===== src/hdl/fpAdd_defs.svh =====
// Single precision only; register offsets assume a 5-bit byte address on 32-bit aligned words
`ifndef FP_ADD_DEFS_SVH
`define FP_ADD_DEFS_SVH

// IEEE-754 single precision field widths
`define FP_EXP_BITS 8
`define FP_MAN_BITS 23
`define FP_EXP_MAX  255

// Significand with hidden one, then with guard, round and sticky
`define FP_SIG_BITS 24
`define FP_EXT_BITS 27

// Register byte offsets
`define REG_OPA    5'h00
`define REG_OPB    5'h04
`define REG_CTRL   5'h08
`define REG_STATUS 5'h0C
`define REG_RESULT 5'h10

`endif

===== src/hdl/fpAddPkg.sv =====
// Vector types for the adder; widths follow the single-precision macros in the defs header
`default_nettype none
`include "fpAdd_defs.svh"

package fpAddPkg;

    // Packed IEEE-754 word
    typedef logic [`FP_EXP_BITS+`FP_MAN_BITS:0] floatWord;

    // Biased exponent
    typedef logic [`FP_EXP_BITS-1:0] expField;

    // Exponent with two spare bits for overflow and underflow
    typedef logic signed [`FP_EXP_BITS+1:0] expWide;

    // Aligned significand with guard, round and sticky
    typedef logic [`FP_EXT_BITS-1:0] sigExt;

    // Significand sum with carry-out
    typedef logic [`FP_EXT_BITS:0] sigSum;

    // AXI4-Lite register bus
    typedef logic [4:0]  axiAddr;
    typedef logic [31:0] axiData;
    typedef logic [1:0]  axiResp;

endpackage

`default_nettype wire


===== src/hdl/fpAddTop.sv =====
// AXI4-Lite slave with fixed single-precision add; no interrupt, poll STATUS for done
`timescale 1ns/1ns
`default_nettype none

module fpAddTop
(
    input  wire                   clk,
    input  wire                   rst,
    input  wire fpAddPkg::axiAddr axiAwaddr,
    input  wire                   axiAwvalid,
    output logic                  axiAwready,
    input  wire fpAddPkg::axiData axiWdata,
    input  wire [3:0]             axiWstrb,
    input  wire                   axiWvalid,
    output logic                  axiWready,
    output logic                  axiBvalid,
    output fpAddPkg::axiResp      axiBresp,
    input  wire                   axiBready,
    input  wire fpAddPkg::axiAddr axiAraddr,
    input  wire                   axiArvalid,
    output logic                  axiArready,
    output logic                  axiRvalid,
    output fpAddPkg::axiData      axiRdata,
    output fpAddPkg::axiResp      axiRresp,
    input  wire                   axiRready
);
    import fpAddPkg::*;

    floatWord opA, opB, result;
    logic sub, inValid, outValid;

    fpAddAxiLite u_regs
    (
        .clk        (clk),
        .rst        (rst),
        .axiAwaddr  (axiAwaddr),
        .axiAwvalid (axiAwvalid),
        .axiAwready (axiAwready),
        .axiWdata   (axiWdata),
        .axiWstrb   (axiWstrb),
        .axiWvalid  (axiWvalid),
        .axiWready  (axiWready),
        .axiBvalid  (axiBvalid),
        .axiBresp   (axiBresp),
        .axiBready  (axiBready),
        .axiAraddr  (axiAraddr),
        .axiArvalid (axiArvalid),
        .axiArready (axiArready),
        .axiRvalid  (axiRvalid),
        .axiRdata   (axiRdata),
        .axiRresp   (axiRresp),
        .axiRready  (axiRready),
        .opA        (opA),
        .opB        (opB),
        .sub        (sub),
        .inValid    (inValid),
        .result     (result),
        .outValid   (outValid)
    );

    fpAddCore u_core
    (
        .clk      (clk),
        .rst      (rst),
        .opA      (opA),
        .opB      (opB),
        .sub      (sub),
        .inValid  (inValid),
        .result   (result),
        .outValid (outValid)
    );

endmodule

`default_nettype wire


===== src/hdl/fpAddAxiLite.sv =====
// Ready signals follow the valids combinationally; only full-word aligned offsets decode
`timescale 1ns/1ns
`default_nettype none
`include "fpAdd_defs.svh"

module fpAddAxiLite
(
    input  wire                     clk,
    input  wire                     rst,
    input  wire fpAddPkg::axiAddr   axiAwaddr,
    input  wire                     axiAwvalid,
    output logic                    axiAwready,
    input  wire fpAddPkg::axiData   axiWdata,
    input  wire [3:0]               axiWstrb,
    input  wire                     axiWvalid,
    output logic                    axiWready,
    output logic                    axiBvalid,
    output fpAddPkg::axiResp        axiBresp,
    input  wire                     axiBready,
    input  wire fpAddPkg::axiAddr   axiAraddr,
    input  wire                     axiArvalid,
    output logic                    axiArready,
    output logic                    axiRvalid,
    output fpAddPkg::axiData        axiRdata,
    output fpAddPkg::axiResp        axiRresp,
    input  wire                     axiRready,
    output fpAddPkg::floatWord      opA,
    output fpAddPkg::floatWord      opB,
    output logic                    sub,
    output logic                    inValid,
    input  wire fpAddPkg::floatWord result,
    input  wire                     outValid
);
    import fpAddPkg::*;

    localparam axiResp respOkay = 2'b00;
    localparam axiResp respSlverr = 2'b10;

    logic wrAccept, rdAccept, startOp, busy, done;
    axiResp wrResp, rdResp;
    axiData rdMux;
    floatWord resultReg;
    // Operations started but not yet captured
    logic [1:0] inFlight;

    function automatic axiData mergeBytes(input axiData cur, input axiData wdata,
                                          input logic [3:0] strb);
        axiData merged;
        merged = cur;
        for (int i = 0; i < 4; i++)
            if (strb[i])
                merged[8*i +: 8] = wdata[8*i +: 8];
        return merged;
    endfunction

    // Address and data taken together, blocked while a response is pending
    assign wrAccept = axiAwvalid & axiWvalid & ~axiBvalid;
    assign rdAccept = axiArvalid & ~axiRvalid;
    assign axiAwready = wrAccept;
    assign axiWready = wrAccept;
    assign axiArready = rdAccept;
    assign startOp = wrAccept && (axiAwaddr == `REG_CTRL);
    assign busy = (inFlight != 2'd0);

    always_comb
    begin
        case (axiAwaddr)
            `REG_OPA, `REG_OPB, `REG_CTRL, `REG_STATUS: wrResp = respOkay;
            default: wrResp = respSlverr;
        endcase
    end

    always_comb
    begin
        rdResp = respOkay;
        case (axiAraddr)
            `REG_OPA: rdMux = opA;
            `REG_OPB: rdMux = opB;
            `REG_CTRL: rdMux = {31'b0, sub};
            `REG_STATUS: rdMux = {30'b0, done, busy};
            `REG_RESULT: rdMux = resultReg;
            default:
            begin
                rdMux = '0;
                rdResp = respSlverr;
            end
        endcase
    end

    // Response channels
    always_ff @(posedge clk)
    begin
        if (rst)
        begin
            axiBvalid <= 1'b0;
            axiBresp <= respOkay;
            axiRvalid <= 1'b0;
            axiRdata <= '0;
            axiRresp <= respOkay;
        end
        else
        begin
            if (wrAccept)
            begin
                axiBvalid <= 1'b1;
                axiBresp <= wrResp;
            end
            else if (axiBready)
                axiBvalid <= 1'b0;

            // Data holds until the master takes it
            if (rdAccept)
            begin
                axiRvalid <= 1'b1;
                axiRdata <= rdMux;
                axiRresp <= rdResp;
            end
            else if (axiRready)
                axiRvalid <= 1'b0;
        end
    end

    // Register file and core handshake
    always_ff @(posedge clk)
    begin
        if (rst)
        begin
            opA <= '0;
            opB <= '0;
            sub <= 1'b0;
            inValid <= 1'b0;
            resultReg <= '0;
            inFlight <= 2'd0;
            done <= 1'b0;
        end
        else
        begin
            inValid <= startOp;
            if (wrAccept && (axiAwaddr == `REG_OPA))
                opA <= mergeBytes(opA, axiWdata, axiWstrb);
            if (wrAccept && (axiAwaddr == `REG_OPB))
                opB <= mergeBytes(opB, axiWdata, axiWstrb);
            if (startOp)
                sub <= axiWdata[0];
            if (outValid)
                resultReg <= result;

            case ({startOp, outValid})
                2'b10: inFlight <= inFlight + 2'd1;
                2'b01: inFlight <= inFlight - 2'd1;
                default: inFlight <= inFlight;
            endcase

            // A fresh start wins over a completion in the same cycle
            if (startOp)
                done <= 1'b0;
            else if (outValid)
                done <= 1'b1;
        end
    end

endmodule

`default_nettype wire


===== src/hdl/fpAddCore.sv =====
// Fixed three-cycle latency, one operation per cycle, no stall input
`timescale 1ns/1ns
`default_nettype none

module fpAddCore
(
    input  wire                     clk,
    input  wire                     rst,
    input  wire fpAddPkg::floatWord opA,
    input  wire fpAddPkg::floatWord opB,
    input  wire                     sub,
    input  wire                     inValid,
    output fpAddPkg::floatWord      result,
    output logic                    outValid
);
    import fpAddPkg::*;

    sigExt alBigSig, alSmallSig;
    expField alBigExp;
    logic alBigSign, alEffSub;

    sigExt s1BigSig, s1SmallSig;
    expField s1BigExp;
    logic s1BigSign, s1EffSub, s1Valid;

    sigSum addSumSig;
    expField addSumExp;
    logic addSumSign;

    sigSum s2SumSig;
    expField s2SumExp;
    logic s2SumSign, s2Valid;

    floatWord normResult;

    fpAlign u_align
    (
        .opA      (opA),
        .opB      (opB),
        .sub      (sub),
        .bigSig   (alBigSig),
        .smallSig (alSmallSig),
        .bigExp   (alBigExp),
        .bigSign  (alBigSign),
        .effSub   (alEffSub)
    );

    fpSigAdd u_sigAdd
    (
        .bigSig   (s1BigSig),
        .smallSig (s1SmallSig),
        .bigExp   (s1BigExp),
        .bigSign  (s1BigSign),
        .effSub   (s1EffSub),
        .sumSig   (addSumSig),
        .sumExp   (addSumExp),
        .sumSign  (addSumSign)
    );

    fpNormalize u_normalize
    (
        .sumSig  (s2SumSig),
        .sumExp  (s2SumExp),
        .sumSign (s2SumSign),
        .result  (normResult)
    );

    always_ff @(posedge clk)
    begin
        if (rst)
        begin
            s1BigSig <= '0;
            s1SmallSig <= '0;
            s1BigExp <= '0;
            s1BigSign <= 1'b0;
            s1EffSub <= 1'b0;
            s1Valid <= 1'b0;
            s2SumSig <= '0;
            s2SumExp <= '0;
            s2SumSign <= 1'b0;
            s2Valid <= 1'b0;
            result <= '0;
            outValid <= 1'b0;
        end
        else
        begin
            // Stage 1 registers the aligned operands
            s1BigSig <= alBigSig;
            s1SmallSig <= alSmallSig;
            s1BigExp <= alBigExp;
            s1BigSign <= alBigSign;
            s1EffSub <= alEffSub;
            s1Valid <= inValid;

            // Stage 2 registers the raw sum
            s2SumSig <= addSumSig;
            s2SumExp <= addSumExp;
            s2SumSign <= addSumSign;
            s2Valid <= s1Valid;

            // Stage 3 registers the packed result
            result <= normResult;
            outValid <= s2Valid;
        end
    end

endmodule

`default_nettype wire


===== src/hdl/fpNormalize.sv =====
// Round to nearest even only; results below the normal range flush to signed zero
`timescale 1ns/1ns
`default_nettype none
`include "fpAdd_defs.svh"

module fpNormalize
(
    input  wire fpAddPkg::sigSum   sumSig,
    input  wire fpAddPkg::expField sumExp,
    input  wire                    sumSign,
    output fpAddPkg::floatWord     result
);
    import fpAddPkg::*;

    logic [4:0] lzCount;
    sigExt normSig;
    expWide expNorm, expFinal;
    logic [`FP_SIG_BITS-1:0] keptSig;
    logic [`FP_SIG_BITS:0] roundedSig;
    logic guardBit, roundBit, stickyBit, roundUp;
    logic [`FP_MAN_BITS-1:0] manOut;

    // Counts leading zeros of the 27-bit field and gives 27 when all clear
    function automatic logic [4:0] countLeadingZeros(input sigExt value);
        logic [4:0] count;
        count = 5'(`FP_EXT_BITS);
        for (int i = 0; i < `FP_EXT_BITS; i++)
            if (value[i])
                count = 5'(`FP_EXT_BITS - 1 - i);
        return count;
    endfunction

    always_comb
    begin
        lzCount = countLeadingZeros(sumSig[`FP_EXT_BITS-1:0]);

        if (sumSig[`FP_EXT_BITS])
        begin
            // Carry out shifts right and keeps the lost bit in sticky
            normSig = {sumSig[`FP_EXT_BITS:2], sumSig[1] | sumSig[0]};
            expNorm = {2'b00, sumExp} + 10'd1;
        end
        else
        begin
            normSig = sumSig[`FP_EXT_BITS-1:0] << lzCount;
            expNorm = {2'b00, sumExp} - {5'b00000, lzCount};
        end

        keptSig = normSig[`FP_EXT_BITS-1:3];
        guardBit = normSig[2];
        roundBit = normSig[1];
        stickyBit = normSig[0];

        // Ties go to the even significand
        roundUp = guardBit & (roundBit | stickyBit | keptSig[0]);
        roundedSig = {1'b0, keptSig} + roundUp;

        if (roundedSig[`FP_SIG_BITS])
        begin
            // Rounding wrapped to 10.000... and needs one more step right
            manOut = roundedSig[`FP_SIG_BITS-1:1];
            expFinal = expNorm + 10'd1;
        end
        else
        begin
            manOut = roundedSig[`FP_MAN_BITS-1:0];
            expFinal = expNorm;
        end

        if ((sumSig == '0) || (expFinal <= 0))
            result = {sumSign, {(`FP_EXP_BITS+`FP_MAN_BITS){1'b0}}};
        else if (expFinal >= `FP_EXP_MAX)
            result = {sumSign, {`FP_EXP_BITS{1'b1}}, {`FP_MAN_BITS{1'b0}}};
        else
            result = {sumSign, expFinal[`FP_EXP_BITS-1:0], manOut};
    end

endmodule

`default_nettype wire


===== src/hdl/fpSigAdd.sv =====
// Expects bigSig not below smallSig in magnitude, as ordered by the align stage
`timescale 1ns/1ns
`default_nettype none

module fpSigAdd
(
    input  wire fpAddPkg::sigExt   bigSig,
    input  wire fpAddPkg::sigExt   smallSig,
    input  wire fpAddPkg::expField bigExp,
    input  wire                    bigSign,
    input  wire                    effSub,
    output fpAddPkg::sigSum        sumSig,
    output fpAddPkg::expField      sumExp,
    output logic                   sumSign
);
    import fpAddPkg::*;

    sigSum bigWide, smallWide;

    always_comb
    begin
        // One extra bit on top catches the carry
        bigWide = {1'b0, bigSig};
        smallWide = {1'b0, smallSig};

        if (effSub)
            sumSig = bigWide - smallWide;
        else
            sumSig = bigWide + smallWide;

        sumExp = bigExp;

        // Exact cancellation is +0
        if (sumSig == '0)
            sumSign = 1'b0;
        else
            sumSign = bigSign;
    end

endmodule

`default_nettype wire


===== src/hdl/fpAlign.sv =====
// Zero exponent means zero operand (no denormals); NaN and infinity inputs are undefined
`timescale 1ns/1ns
`default_nettype none
`include "fpAdd_defs.svh"

module fpAlign
(
    input  wire fpAddPkg::floatWord opA,
    input  wire fpAddPkg::floatWord opB,
    input  wire                     sub,
    output fpAddPkg::sigExt         bigSig,
    output fpAddPkg::sigExt         smallSig,
    output fpAddPkg::expField       bigExp,
    output logic                    bigSign,
    output logic                    effSub
);
    import fpAddPkg::*;

    localparam int signPos = `FP_EXP_BITS + `FP_MAN_BITS;
    localparam int grsBits = `FP_EXT_BITS - `FP_SIG_BITS;

    expField expA, expB, expDiff;
    logic [`FP_SIG_BITS-1:0] sigA, sigB, sigBig, sigSmall;
    logic signA, signB, aIsBig;
    sigExt smallFull, shifted, lostMask;

    always_comb
    begin
        expA = opA[signPos-1 -: `FP_EXP_BITS];
        expB = opB[signPos-1 -: `FP_EXP_BITS];
        // Hidden one only for nonzero exponents
        sigA = (expA == '0) ? '0 : {1'b1, opA[`FP_MAN_BITS-1:0]};
        sigB = (expB == '0) ? '0 : {1'b1, opB[`FP_MAN_BITS-1:0]};
        signA = opA[signPos];
        signB = opB[signPos] ^ sub;
        effSub = signA ^ signB;

        // Order by exponent, then by significand
        aIsBig = (expA > expB) || ((expA == expB) && (sigA >= sigB));
        if (aIsBig)
        begin
            bigExp = expA;
            bigSign = signA;
            sigBig = sigA;
            sigSmall = sigB;
            expDiff = expA - expB;
        end
        else
        begin
            bigExp = expB;
            bigSign = signB;
            sigBig = sigB;
            sigSmall = sigA;
            expDiff = expB - expA;
        end

        bigSig = {sigBig, {grsBits{1'b0}}};
        smallFull = {sigSmall, {grsBits{1'b0}}};
        shifted = smallFull >> expDiff;
        lostMask = (sigExt'(1) << expDiff) - sigExt'(1);

        // Everything shifted out lands in sticky
        if (expDiff > (`FP_EXT_BITS - 1))
            smallSig = {{(`FP_EXT_BITS-1){1'b0}}, |sigSmall};
        else
            smallSig = {shifted[`FP_EXT_BITS-1:1], shifted[0] | (|(smallFull & lostMask))};
    end

endmodule

`default_nettype wire


===== config.mk =====
export PLATFORM = sky130hd
export DESIGN_NAME = fpAddTop
export DESIGN_NICKNAME = d
export VERILOG_FILES = /design/src/hdl/fpAddPkg.sv /design/src/hdl/fpAddTop.sv /design/src/hdl/fpAddAxiLite.sv /design/src/hdl/fpAddCore.sv /design/src/hdl/fpNormalize.sv /design/src/hdl/fpSigAdd.sv /design/src/hdl/fpAlign.sv
export VERILOG_INCLUDE_DIRS = /design/src /design/src/hdl
export SDC_FILE = /design/constraint.sdc
export NUM_CORES = 1
export LEC_CHECK = 0
export BUFFER_PORTS_ARGS = -buffer_cell sky130_fd_sc_hd__buf_2
export CELL_PAD_IN_SITES_DETAIL_PLACEMENT = 0
export CELL_PAD_IN_SITES_GLOBAL_PLACEMENT = 1
export CORE_MARGIN = 2
export CORE_UTILIZATION = 50
export DETAILED_ROUTE_END_ITERATION = 10
export HOLD_SLACK_MARGIN = 0.1
export PLACE_DENSITY_LB_ADDON = 0.1
export SETUP_SLACK_MARGIN = 0.02
export SLEW_MARGIN = 0
export SYNTH_ARGS = -nofsm -noshare
export SYNTH_HDL_FRONTEND = slang
export SYNTH_SLANG_ARGS = --single-unit
export TNS_END_PERCENT = 100

===== constraint.sdc =====
create_clock -name clk -period 12.4 [get_ports clk]
set_input_delay 1.24 -clock clk [delete_from_list [all_inputs] [get_ports clk]]
set_output_delay 1.24 -clock clk [all_outputs]
set_load 0.02 [all_outputs]

Word level (Yosys, flattened, before mapping)

Index checks and enable logic that the tools add are counted.

Register bits: 275
Output and inout bits: 41
Logic and storage cells: 158
Bits of input ports: 53

Eq/ne operators: 10
Shift operators: 3
Order comparisons: 5
Reduce and logical (&&, ||, !) cells: 33
Bitwise gates (word level): 13
Add/sub/neg operators: 11
Mux-type cells: 49

Operators with widths:

| cell                                               | count |
|---|---|
| one-hot mux 32 bit (5 select lines)                | 1 |
| two-way mux 5 bit                                  | 26 |
| two-way mux 24 bit                                 | 4 |
| logical NOT 28 bit                                 | 2 |
| two-way mux 31 bit                                 | 1 |
| adder 27 x 27 -> 28 bit                            | 1 |
| two-way mux 28 bit                                 | 1 |
| subtractor 27 x 27 -> 28 bit                       | 1 |
| AND 27 bit                                         | 1 |
| two-way mux 27 bit                                 | 1 |
| OR reduction 27 bit                                | 1 |
| << shifter 1 x 8 -> 27 bit, first input constant   | 1 |
| << shifter 27 x 5 -> 27 bit                        | 1 |
| right shift 27 x 8 -> 27 bit                       | 1 |
| subtractor 27 x 1 -> 27 bit, second input constant | 1 |
| adder 24 x 1 -> 25 bit                             | 1 |
| >= comparator 24 bit                               | 1 |
| OR reduction 24 bit                                | 1 |
| two-way mux 23 bit                                 | 1 |
| == test 5 x 4 -> 1 bit, second input constant      | 4 |
| two-way mux 10 bit                                 | 2 |
| logical NOT 8 bit                                  | 2 |
| two-way mux 8 bit                                  | 2 |
| AND reduction 2 bit                                | 8 |
| 30 further kinds                                   | 58 |

Logic depth before layout (Yosys ltp)

Gate-level depths: netlist (run 1).

Depth in word-level cells: 37
Depth in mapped cells: 26
Mapped depth without buffers: 22

By module

A second synthesis (run 1) with hierarchy kept.

Cell total of the unflattened synthesis: 2470
Area, all modules: 19722.7 µm²

By module, submodules not included:

| module       | instances | seq. area each (µm²) | cells each | area each (µm²) |
|---|---|---|---|---|
| fpAddAxiLite | 1         | 2742.6               | 518        | 5320.1 |
| fpAlign      | 1         | 0.0                  | 705        | 4390.5 |
| fpNormalize  | 1         | 0.0                  | 603        | 3967.6 |
| fpAddCore    | 1         | 2722.6               | 287        | 3679.8 |
| fpSigAdd     | 1         | 0.0                  | 357        | 2364.8 |

Worst setup path after synthesis (run 1)

OpenSTA, ideal clock, no wires.

Path type: register to register
From: reg u_regs.opB[24]
To: reg u_core.s1SmallSig[0]
Period minus slack after synthesis: 4789 ps
Required time: 12268 ps
Data arrival time: 4657 ps
Stages on the path, launching flop included: 23
Slack: 7611 ps
Buffers on the path: 4
Setup time: 132 ps
Cell sequence: dfxtp_1 > nor4_1 > nand2_1 > clkbuf_1 > nand2_1 > inv_1 > ha_1 > nand2b_1 > a21o_1 > a21o_1 > a41oi_1 > o211ai_1 > nand2_1 > clkbuf_1 > clkbuf_1 > buf_1 > a211oi_1 > a31oi_1 > nor4_1 > a221oi_1 > o221ai_1 > a2111oi_0 > a31oi_1

Cells in the longest elaborated chain, start to end: 12
Elaborated cells between the ends (all ways): 20
Classes of those cells: 3 x add/sub; 3 x order compare; 1 x eq/ne; 2 x shift; 4 x mux; 2 x bitwise; 5 x reduce/logical

RTL lines:

| element                     | line                | source |
|---|---|---|
| start, declared             | fpAddAxiLite.sv:28  | `output fpAddPkg::floatWord opB,` |
| start signal, assigned      | fpAddAxiLite.sv:142 | `opB <= mergeBytes(opB, axiWdata, axiWstrb);` |
| logical NOT 8 bit           | fpAlign.sv:33       | `` sigB = (expB == '0) ? '0 : {1'b1, opB[`FP_MAN_BITS-1:0]}; `` |
| two-way mux 24 bit          | fpAlign.sv:33       |  |
| >= comparator 24 bit        | fpAlign.sv:39       | `aIsBig = (expA > expB) \|\| ((expA == expB) && (sigA >= sigB));` |
| logical AND 1 bit           | fpAlign.sv:39       |  |
| logical OR 1 bit            | fpAlign.sv:39       |  |
| two-way mux 8 bit           | fpAlign.sv:40       | `if (aIsBig)` |
| << shifter 1 x 8 -> 27 bit  | fpAlign.sv:60       | `lostMask = (sigExt'(1) << expDiff) - sigExt'(1);` |
| subtractor 27 x 1 -> 27 bit | fpAlign.sv:60       |  |
| AND 27 bit                  | fpAlign.sv:66       | `` smallSig = {shifted[`FP_EXT_BITS-1:1], shifted[0] \| (\|(smallFull & lostMask))}; `` |
| OR reduction 27 bit         | fpAlign.sv:66       |  |
| bitwise OR 1 bit            | fpAlign.sv:66       |  |
| two-way mux 1 bit *         | fpAlign.sv:63       | `` if (expDiff > (`FP_EXT_BITS - 1)) `` |
| end signal, assigned        | fpAddCore.sv:89     | `s1SmallSig <= alSmallSig;` |
| end, declared               | fpAddCore.sv:22     | `sigExt s1BigSig, s1SmallSig;` |

Every way passes the cells marked *; elsewhere a longest branch is shown, timed or not.
A chain may end at the register's enable or synchronous reset.

Worst setup path after layout (run 1)

From: reg u_regs.opB[24]
To: reg u_core.s1SmallSig[24]

Cells in the longest elaborated chain, start to end: 8
Elaborated cells between the ends (all ways): 14
Classes of those cells: 2 x add/sub; 3 x order compare; 1 x eq/ne; 1 x shift; 3 x mux; 4 x reduce/logical

RTL lines:

| element                                | line |
|---|---|
| logical NOT 8 bit                      | fpAlign.sv:33 |
| two-way mux 24 bit                     | fpAlign.sv:33 |
| >= comparator 24 bit                   | fpAlign.sv:39 |
| logical AND 1 bit                      | fpAlign.sv:39 |
| logical OR 1 bit                       | fpAlign.sv:39 |
| two-way mux 8 bit                      | fpAlign.sv:40 |
| greater-than comparator 8 x 5 -> 1 bit | fpAlign.sv:63 |
| OR reduction 2 bit (no line)           | -- |

Several ways; a longest one is shown, not always the timed one.

==> results of run 1 <==
==> worst max path at each step <==
stage | from | slack (ps) | cells past startpoint | end
6_report | u_regs.opB[24] | 5730 | 19 | u_core.s1SmallSig[24]
5_1_grt | u_regs.opA[27] | 5270 | 20 | u_core.s1SmallSig[26]
4_1_cts | u_regs.opB[24] | 5820 | 19 | u_core.s1SmallSig[24]
3_5_place_dp | u_regs.opB[24] | 5900 | 19 | u_core.s1SmallSig[24]
3_3_place_gp | u_regs.opB[24] | 5960 | 19 | u_core.s1SmallSig[24]
2_1_floorplan | u_regs.opB[24] | 7610 | 22 | u_core.s1SmallSig[0]
==> logic make-up (layout without fill, tap and decap cells) <==
logic type,after synthesis,in the layout
AND/OR/NAND/NOR,960,960
flip-flops,270,270
multiplexers,157,157
other,1,4
adder cells (fa/ha/maj),101,101
buffers and inverters,269,274
XOR/XNOR,70,70
AO/OA/AOI/OAI,656,656
==> metal layers <==
metal | GRT usage (%) | up-vias
li1 | - | 8817
met1 | 45.35 | 8860
met2 | 56.21 | 791
met3 | 3.713 | 146
met4 | 10.08 | 0
met5 | 0 | -
==> metrics by stage <==
step	util, %	area [um^2]	power, mW
after floorplan	-	18810	1.022
after global routing	54.58	20370	1.985
after global placement	51.99	19400	1.073
final	54.59	20370	1.928
after CTS	54.58	20360	1.933
after detailed placement	51.99	19400	1.072
==> sequential cells by signal, summed over array words and instances, names as in the netlist, 8 cells and up <==
signal             cells
u_regs.resultReg      32
u_core.s1BigSig       24
u_core.result         32
u_regs.axiRdata       32
u_regs.opB            32
u_core.s1SmallSig     27
u_core.s1BigExp        8
u_core.s2SumExp        8
u_regs.opA            32
u_core.s2SumSig       28
==> cells in the mapped netlist (all sizes together) (11+ instances only) <==
| cell type | n |
|---|---|
| a211oi | 41 |
| a21o | 26 |
| a21oi | 238 |
| a22oi | 53 |
| a31oi | 18 |
| and2 | 33 |
| and3 | 14 |
| buf | 38 |
| clkbuf | 125 |
| dfxtp | 270 |
| ha | 97 |
| inv | 106 |
| mux2 | 15 |
| mux2i | 140 |
| nand2 | 309 |
| nand2b | 23 |
| nand3 | 75 |
| nand4 | 23 |
| nor2 | 280 |
| nor2b | 33 |
| nor3 | 80 |
| nor4 | 26 |
| o211ai | 13 |
| o21a | 11 |
| o21ai | 110 |
| o31ai | 21 |
| or3 | 20 |
| xnor2 | 46 |
| xor2 | 24 |
==> area by class of cell <==
| type | instances | area (um^2) |
|---|---|---|
| diodes | 2 | 5.005 |
| clock buffers | 41 | 832.0 |
| clock inverters | 9 | 132.6 |
| fillers | 3646 | 16940 |
| inverters | 106 | 397.9 |
| multi-input cells | 1946 | 12340 |
| flip-flops and latches | 270 | 5406 |
| well taps | 474 | 593.1 |
| repair buffers | 118 | 664.4 |
==> power breakdown <==
group | internal [mW] | switching (mW)
Clock | 0.511 | 0.360
Combinational | 0.0585 | 0.125
Sequential | 0.870 | 0.00370
==> out/qor.yml, run 1 <==
r2r_start: "u_regs.opB[24]"
fin_hold_ws_ps: 438.8
post-route-period-util_pct: 53.79
htree_levels: 1
areaGrowthSynthToFinish_pct: 8.289
synth_compound_area_share_pct: 22.46
status: "complete, no violations"
drive_gt1_share_pct: 9.518
cp_slowest_cell: "nor2_1"
rsz0062_at_grt: "false"
r2r_cells: 19
grt_start_max_net_pins: 84
hold_end: "u_core.s2SumExp[1]"
num-nets-final: 2626
setup_ws_ps: 5730
regToRegSetupSlack_ps: 5730
cts_tree: "yes"
synth_cells: 2484
layout_common_cells: "nand2_1, nor2_1, dfxtp_1, a21oi_1, mux2i_1"
place_inst: 2914
skew_ps: 36.16
worst_slew_pin_slew_ps: 1169
vias: 18610
hold_path_depth: 1
slew_viol_final: 0
core-area_mm2: 0.03731
top_layer: "met4"
cts-root-buf: "clkbuf_16"
yosys_register_bits: 270
track_usage_pct: 33.54
synth_warnings: 0
first_iter_violations: 1894
grt_pass1_wl_mm: 102.5
ioPinCount: 94
tns_ps: 0
netlist_area_mm2: 0.01881
wl_met2_mm: 31.04
synth_flop_cell: "dfxtp_1"
synth-simple-area-share_pct: 24.08
clk_latency_ps: 580
synth.area.top_cells: "dfxtp_1, mux2i_1, ha_1"
setup_violations: 0
worst_r2r_endpoint: "u_core.s1SmallSig[24]"
path_delay_family: "simple AND/OR/NAND/NOR gates"
finalWirelength_mm: 67.18
met3WireLength_mm: 4.512
via_per_inst: 6.276
slowest_delay_ps: 610
drv_cap: 0
drt.antenna.violating_nets: 0
synth_xor_area_share_pct: 3.259
die_h_um: 198.0
muxShareOfSynthArea_pct: 8.588
routedWlPerCell_um: 22.65
crit_path_end_kind: "flop"
hold_viol: 0
gp_congestion: 1.031
fin_cells: 2966
cellPowerDensity_mw_per_mm2: 94.68
power.static_leakage_nw: 7.960
yosys.area.top_type: "dfxtp_1"
cts_hold_buffers: 0
synthAdderAreaFrac_pct: 6.878
cts_setup_buffers: 0
crit_chain: "nor4_1 -> nand2_1 -> buf_4 -> nand2_1 -> ha_1 -> a2111oi_0 -> o21ai_0 -> a41oi_1 -> o211ai_1 -> nand2_2 -> buf_4 -> mux2i_1 -> o211a_1 -> xnor2_1 -> nor2_1 -> nand2_1 -> or2_2 -> or3_1 -> nor3_1"
clockBufferDepth: 3
vdd_drop_max_mv: 0.1094
grt_pass1_vias: 17250
path_max_fanout: 34
seq_area_frac_synth_pct: 28.74
antenna_found_initial: 3
dieWidth_um: 198.0
min_period_ps: 6670
syn_area_per_cell_um2: 7.572
layout_commonest_cell: "nand2_1"
path_common_cell: "nand2_1"
wl_met1_mm: 29.34
clock.fmax_mhz: 149.9
critical_path_buf_inv_count: 2
drc: 0
max_slew_margin_pct: 22.04
synth_edf_count: 0
pre_cts_ws_ps: 5903
synth_top_area_share_pct: 28.74
ys_async_sr_fraction_pct: 0
die_area_mm2: 0.03919
cts_made_buffers: 30
dr.pass1.iters: 6
synth_top_family_by_area: "simple AND/OR/NAND/NOR gates"
min_from: "u_core.s1BigExp[1]"
start_util_pct: 50.41
synth_cell_type_count: 95
grt_overflow: 0
path_clk_slew_ps: 60
std_cell_rows: 71
cts_resized: 0
startpoint_type: "flop"
min-delay-path-class: "reg -> reg"
path_class: "reg -> reg"
dpl.hpwl_mm: 51.26
cts_sinks: 270
required_ps: 12870
crit_arrival_ps: 7140
port_buffers: 91
(Power assumes the default switching activity.)
==> run 2, diff against run 1 <==
--- a/config.mk
+++ b/config.mk
@@ -10,7 +10,7 @@
 export CELL_PAD_IN_SITES_DETAIL_PLACEMENT = 0
 export CELL_PAD_IN_SITES_GLOBAL_PLACEMENT = 1
 export CORE_MARGIN = 2
-export CORE_UTILIZATION = 50
+export CORE_UTILIZATION = 42
 export DETAILED_ROUTE_END_ITERATION = 10
 export HOLD_SLACK_MARGIN = 0.1
 export PLACE_DENSITY_LB_ADDON = 0.1
==> constraint.sdc (replaced) <==
create_clock -name clk -period 5.55 [get_ports clk]
set_input_delay 0.555 -clock clk [delete_from_list [all_inputs] [get_ports clk]]
set_output_delay 0.555 -clock clk [all_outputs]
set_load 0.02 [all_outputs]
==> out/qor.yml, run 2 (synthesis gave the netlist of run 1 again) <==
seq_area_mm2: 0.005408
startpoint_type: "flop"
track_usage_pct: 30.54
setup_violations: 0
cellPowerDensity_mw_per_mm2: 215.6
areaGrowthSynthToFinish_pct: 13.30
die_h_um: 215.6
final_core_util_pct: 48.19
max_slew_margin_pct: 12.82
dr.pass1.iters: 8
routedWlPerCell_um: 23.15
worst_slew_pin_slew_ps: 1298
dpl.hpwl_mm: 57.00
vias: 18750
setup_ws_ps: 179.1
clk_latency_ps: 600
cts_made_buffers: 30
cts_tree: "yes"
multi_input_area_mm2: 0.01240
path_max_fanout: 23
power.static_leakage_nw: 8.431
start_util_pct: 42.53
cts_sinks: 270
grt_overflow: 0
pre_cts_ws_ps: 146.8
vdd_drop_max_mv: 0.2590
skew_ps: 32.46
std_cell_rows: 77
drc: 0
drv_cap: 0
core-area_mm2: 0.04422
total_power_mw: 4.594
slew_viol_final: 0
grt_pass1_wl_mm: 110.7
ioPinCount: 94
clock.fmax_mhz: 186.2
dieWidth_um: 215.6
via_per_inst: 5.926
antenna_found_initial: 4
crit_arrival_ps: 5840
port_buffers: 91
tns_ps: 0
nFillCells: 4418
grt_start_max_net_pins: 89
hold_viol: 0
min-delay-path-class: "in -> reg"
clockBufferDepth: 3
path_class: "reg -> reg"
htree_levels: 1
grt_pass1_vias: 17870
path_clk_slew_ps: 60
rsz0062_at_grt: "true"
post-route-period-util_pct: 96.77
required_ps: 6010
drt.antenna.violating_nets: 0
drive_gt1_share_pct: 13.04
status: "complete, no violations"
first_iter_violations: 1610
cts-root-buf: "clkbuf_16"
num-nets-final: 2699
fin_hold_ws_ps: 214.2
gp_congestion: 0.9487
finalWirelength_mm: 73.24
die_area_mm2: 0.04649
layout_common_cells: "nand2_1, nor2_1, dfxtp_1, a21oi_1, mux2i_1"
layout_commonest_cell: "nand2_1"
crit_path_end_kind: "flop"
min_period_ps: 5371
run 2: changes by cell type in the layout (fill, tap and decap cells not counted), moves of 2 or more:
cell,delta
a21oi_2,+4
buf_4,+70
mux2i_1,-2
clkinv_2,+7
buf_12,+3
a21oi_1,-4
clkbuf_1,-6
bufinv_16,+4
run 2: critical path, cell delays in order (launching register included):
cell and delay, ps:
dfxtp_1 460, or4_1 610, a21oi_2 190, a31o_4 320, buf_4 350, mux2i_1 570, o21ai_0 150, o21ai_0 200
nor3_1 90, a211oi_1 820, nor3_2 110, buf_4 200, nand3_4 150, mux2i_1 300, o221ai_2 170, buf_12 180
nor4_1 370
run 2: cell type report:
class | count | area share [%]
antenna | 2 | 0.02349
clock buffer | 34 | 3.734
clock inverter | 22 | 1.480
inverter | 106 | 1.867
multi-input combinational | 1946 | 58.18
sequential | 270 | 25.38
tap | 592 | 3.476
timing repair buffer | 191 | 5.865
run 2: final timing paths:
kind	from	end	slack, ps	cells past startpoint
setup / recovery	u_core.s2SumSig[21]	u_core.result[18]	180	16
hold / removal	axiWdata[8]	u_regs.opA[8]	210	3
setup reg to reg	u_core.s2SumSig[21]	u_core.result[18]	180	16
hold reg to reg	u_core.s1Valid	u_core.s2Valid	440	1
run 2: repair_timing:
action / CTS / global route
setup endpoints to repair: 0 / 16
setup buffers: 0 / 1
resized for setup: 0 / 14
hold buffers: 0 / 0
run 2: per-layer routing:
| layer | GRT usage, % | share of wire (%) | vias up |
|---|---|---|---|
| met5 | 0 | 0.022 | - |
| met4 | 10.87 | 3.8 | 2 |
| met3 | 3.749 | 5.9 | 138 |
| met2 | 50.36 | 46 | 696 |
| met1 | 41.01 | 44 | 8948 |
| li1 | - | - | 8961 |
run 2: where the power goes:
part | internal (mW) | switching [mW]
clock | 1.32 | 0.875
sequential | 1.94 | 0.00729
combinational | 0.147 | 0.297
run 2: stage by stage:
stage               area, um^2  instances
floorplan                18810       2485
global placement         20130       3104
detailed placement       20130       3104
CTS                      21240       3160
global route             21310       3162
finish                   21310       3163
==> run 3, diff against run 2 <==
--- a/config.mk
+++ b/config.mk
@@ -15,7 +15,7 @@
 export HOLD_SLACK_MARGIN = 0.1
 export PLACE_DENSITY_LB_ADDON = 0.1
 export SETUP_SLACK_MARGIN = 0.02
-export SLEW_MARGIN = 0
+export SLEW_MARGIN = 20
 export SYNTH_ARGS = -nofsm -noshare
 export SYNTH_HDL_FRONTEND = slang
 export SYNTH_SLANG_ARGS = --single-unit
==> constraint.sdc (replaced) <==
create_clock -name clk -period 5.55 [get_ports clk]
set_input_delay 1.665 -clock clk [delete_from_list [all_inputs] [get_ports clk]]
set_output_delay 1.665 -clock clk [all_outputs]
set_load 0.02 [all_outputs]
==> out/qor.yml, run 3 (synthesis gave the netlist of run 1 again) <==
drt.antenna.violating_nets: 0
grt_overflow: 0
power.static_leakage_nw: 8.463
required_ps: 6060
htree_levels: 1
ioPinCount: 94
vdd_drop_max_mv: 0.2315
die_h_um: 215.6
gp_congestion: 0.9656
min-delay-path-class: "reg -> reg"
place_inst: 3112
areaGrowthSynthToFinish_pct: 13.42
pre_cts_ws_ps: 117.6
drv_cap: 0
drc: 0
path_class: "reg -> reg"
r2r_start: "u_regs.opA[27]"
path_max_fanout: 27
vias: 18840
fin_cells: 3173
port_buffers: 91
fin_area_mm2: 0.02133
setup_violations: 0
dieWidth_um: 215.6
cts_tree: "yes"
worst_slew_pin_slew_ps: 1036
clock.fmax_mhz: 189.4
tns_ps: 0
grt_pass1_vias: 18060
grt_pass1_wl_mm: 110.9
drive_gt1_share_pct: 13.26
first_iter_violations: 1614
hold_end: "u_core.s1Valid"
r2r_cells: 19
cts-root-buf: "clkbuf_16"
status: "complete, no violations"
setup_ws_ps: 269.8
path_clk_slew_ps: 70
cts_hold_buffers: 0
via_per_inst: 5.938
startpoint_type: "flop"
grt_start_max_net_pins: 82
cellPowerDensity_mw_per_mm2: 210.1
start_util_pct: 42.53
crit_start: "u_regs.opA[27]"
max_slew_margin_pct: 30.91
track_usage_pct: 30.53
routedWlPerCell_um: 22.85
layout_commonest_cell: "nand2_1"
std_cell_rows: 77
clk_latency_ps: 570
rsz0062_at_grt: "true"
regToRegSetupSlack_ps: 270
crit_path_end_kind: "flop"
skew_ps: 18.25
hold_viol: 0
slew_viol_final: 0
antenna_found_initial: 4
cts_made_buffers: 29
core-area_mm2: 0.04422
die_area_mm2: 0.04649
crit_arrival_ps: 5790
nFillCells: 4486
min_from: "u_regs.inValid"
dr.pass1.iters: 6
hold_path_depth: 1
cts_sinks: 270
min_period_ps: 5280
finalWirelength_mm: 72.51
dpl.hpwl_mm: 57.03
clockBufferDepth: 3
num-nets-final: 2711
worst_r2r_endpoint: "u_core.s1SmallSig[2]"
layout_common_cells: "nand2_1, nor2_1, dfxtp_1, a21oi_1, mux2i_1"
total_power_mw: 4.481
placed_area_mm2: 0.02020
post-route-period-util_pct: 95.14
[run 3: cell count changes in the layout (fill, tap and decap cells not counted), moves of 2 or more]
| cell | delta |
|---|---|
| clkbuf_8 | +2 |
| a21oi_1 | +3 |
| a21oi_2 | -3 |
| clkinv_2 | -3 |
| buf_4 | +10 |
[run 3: final cells by class]
cell class / instances / area, um^2 / area share (%)
sequential: 270 / 5409 / 25.35
antenna: 2 / 5.005 / 0.02346
tap: 592 / 740.7 / 3.472
inverter: 106 / 397.9 / 1.865
clock inverter: 17 / 232.7 / 1.091
clock buffer: 36 / 802.0 / 3.760
multi-input combinational: 1947 / 12390 / 58.08
timing repair buffer: 203 / 1356 / 6.358
[run 3: power breakdown]
part	leakage, nW	switching, mW	internal (mW)
registers	2.18	0.00772	1.94
logic	5.78	0.291	0.152
clock network	0.509	0.826	1.26
total	8.46	1.12	3.36
[run 3: worst max-delay path: stages (launching register included)]
cell and delay, ps:
dfxtp_1 310, nor4_1 330, nand2_1 210, buf_12 220, and2_1 200, ha_1 310
nand4_1 120, a2111oi_0 360, o21ai_0 190, o211ai_1 470, nand2_4 170, buf_4 250
o21ai_0 550, mux2i_1 330, o21ai_0 330, nor2_1 70, a311oi_1 280, a211oi_1 130
a211oi_1 230, buf_4 130
[run 3: layer usage]
metal / track usage [%] / vias up / wire, um / share of wire, %
li1: - / 8993 / - / -
met1: 41.10 / 9067 / 32200 / 44
met2: 51.34 / 655 / 34040 / 47
met3: 3.495 / 123 / 4150 / 5.7
met4: 8.920 / 4 / 2095 / 2.9
met5: 0 / - / 20 / 0.028
[run 3: stage by stage]
| step | hold slack [ps] | util (%) |
|---|---|---|
| 4_1_cts | 435.2 | 48.02 |
| 6_report | 433.7 | 48.24 |
| 5_1_grt | 454.5 | 48.24 |
| 3_5_place_dp | 420.4 | 45.68 |
| 3_3_place_gp | 420.0 | 45.68 |
| 2_1_floorplan | 399.5 | - |
[run 3: how the worst max path moves through the flow]
stage	endpoint	slack [ps]	depth (start not counted)
after floorplan	u_core.s1SmallSig[0]	760	22
after global placement	u_core.s1SmallSig[0]	200	19
after detailed placement	u_core.s1SmallSig[0]	120	20
after CTS	u_core.s1SmallSig[0]	70	19
after global routing	u_core.s1SmallSig[0]	3	19
final	u_core.s1SmallSig[2]	270	19
[run 3: timing repair]
| action | CTS | global route |
|---|---|---|
| endpoints found under the setup margin | 0 | 41 |
| hold endpoints to repair | 0 | 0 |
| buffers inserted | 0 | 5 |
| gates resized for setup | 0 | 13 |
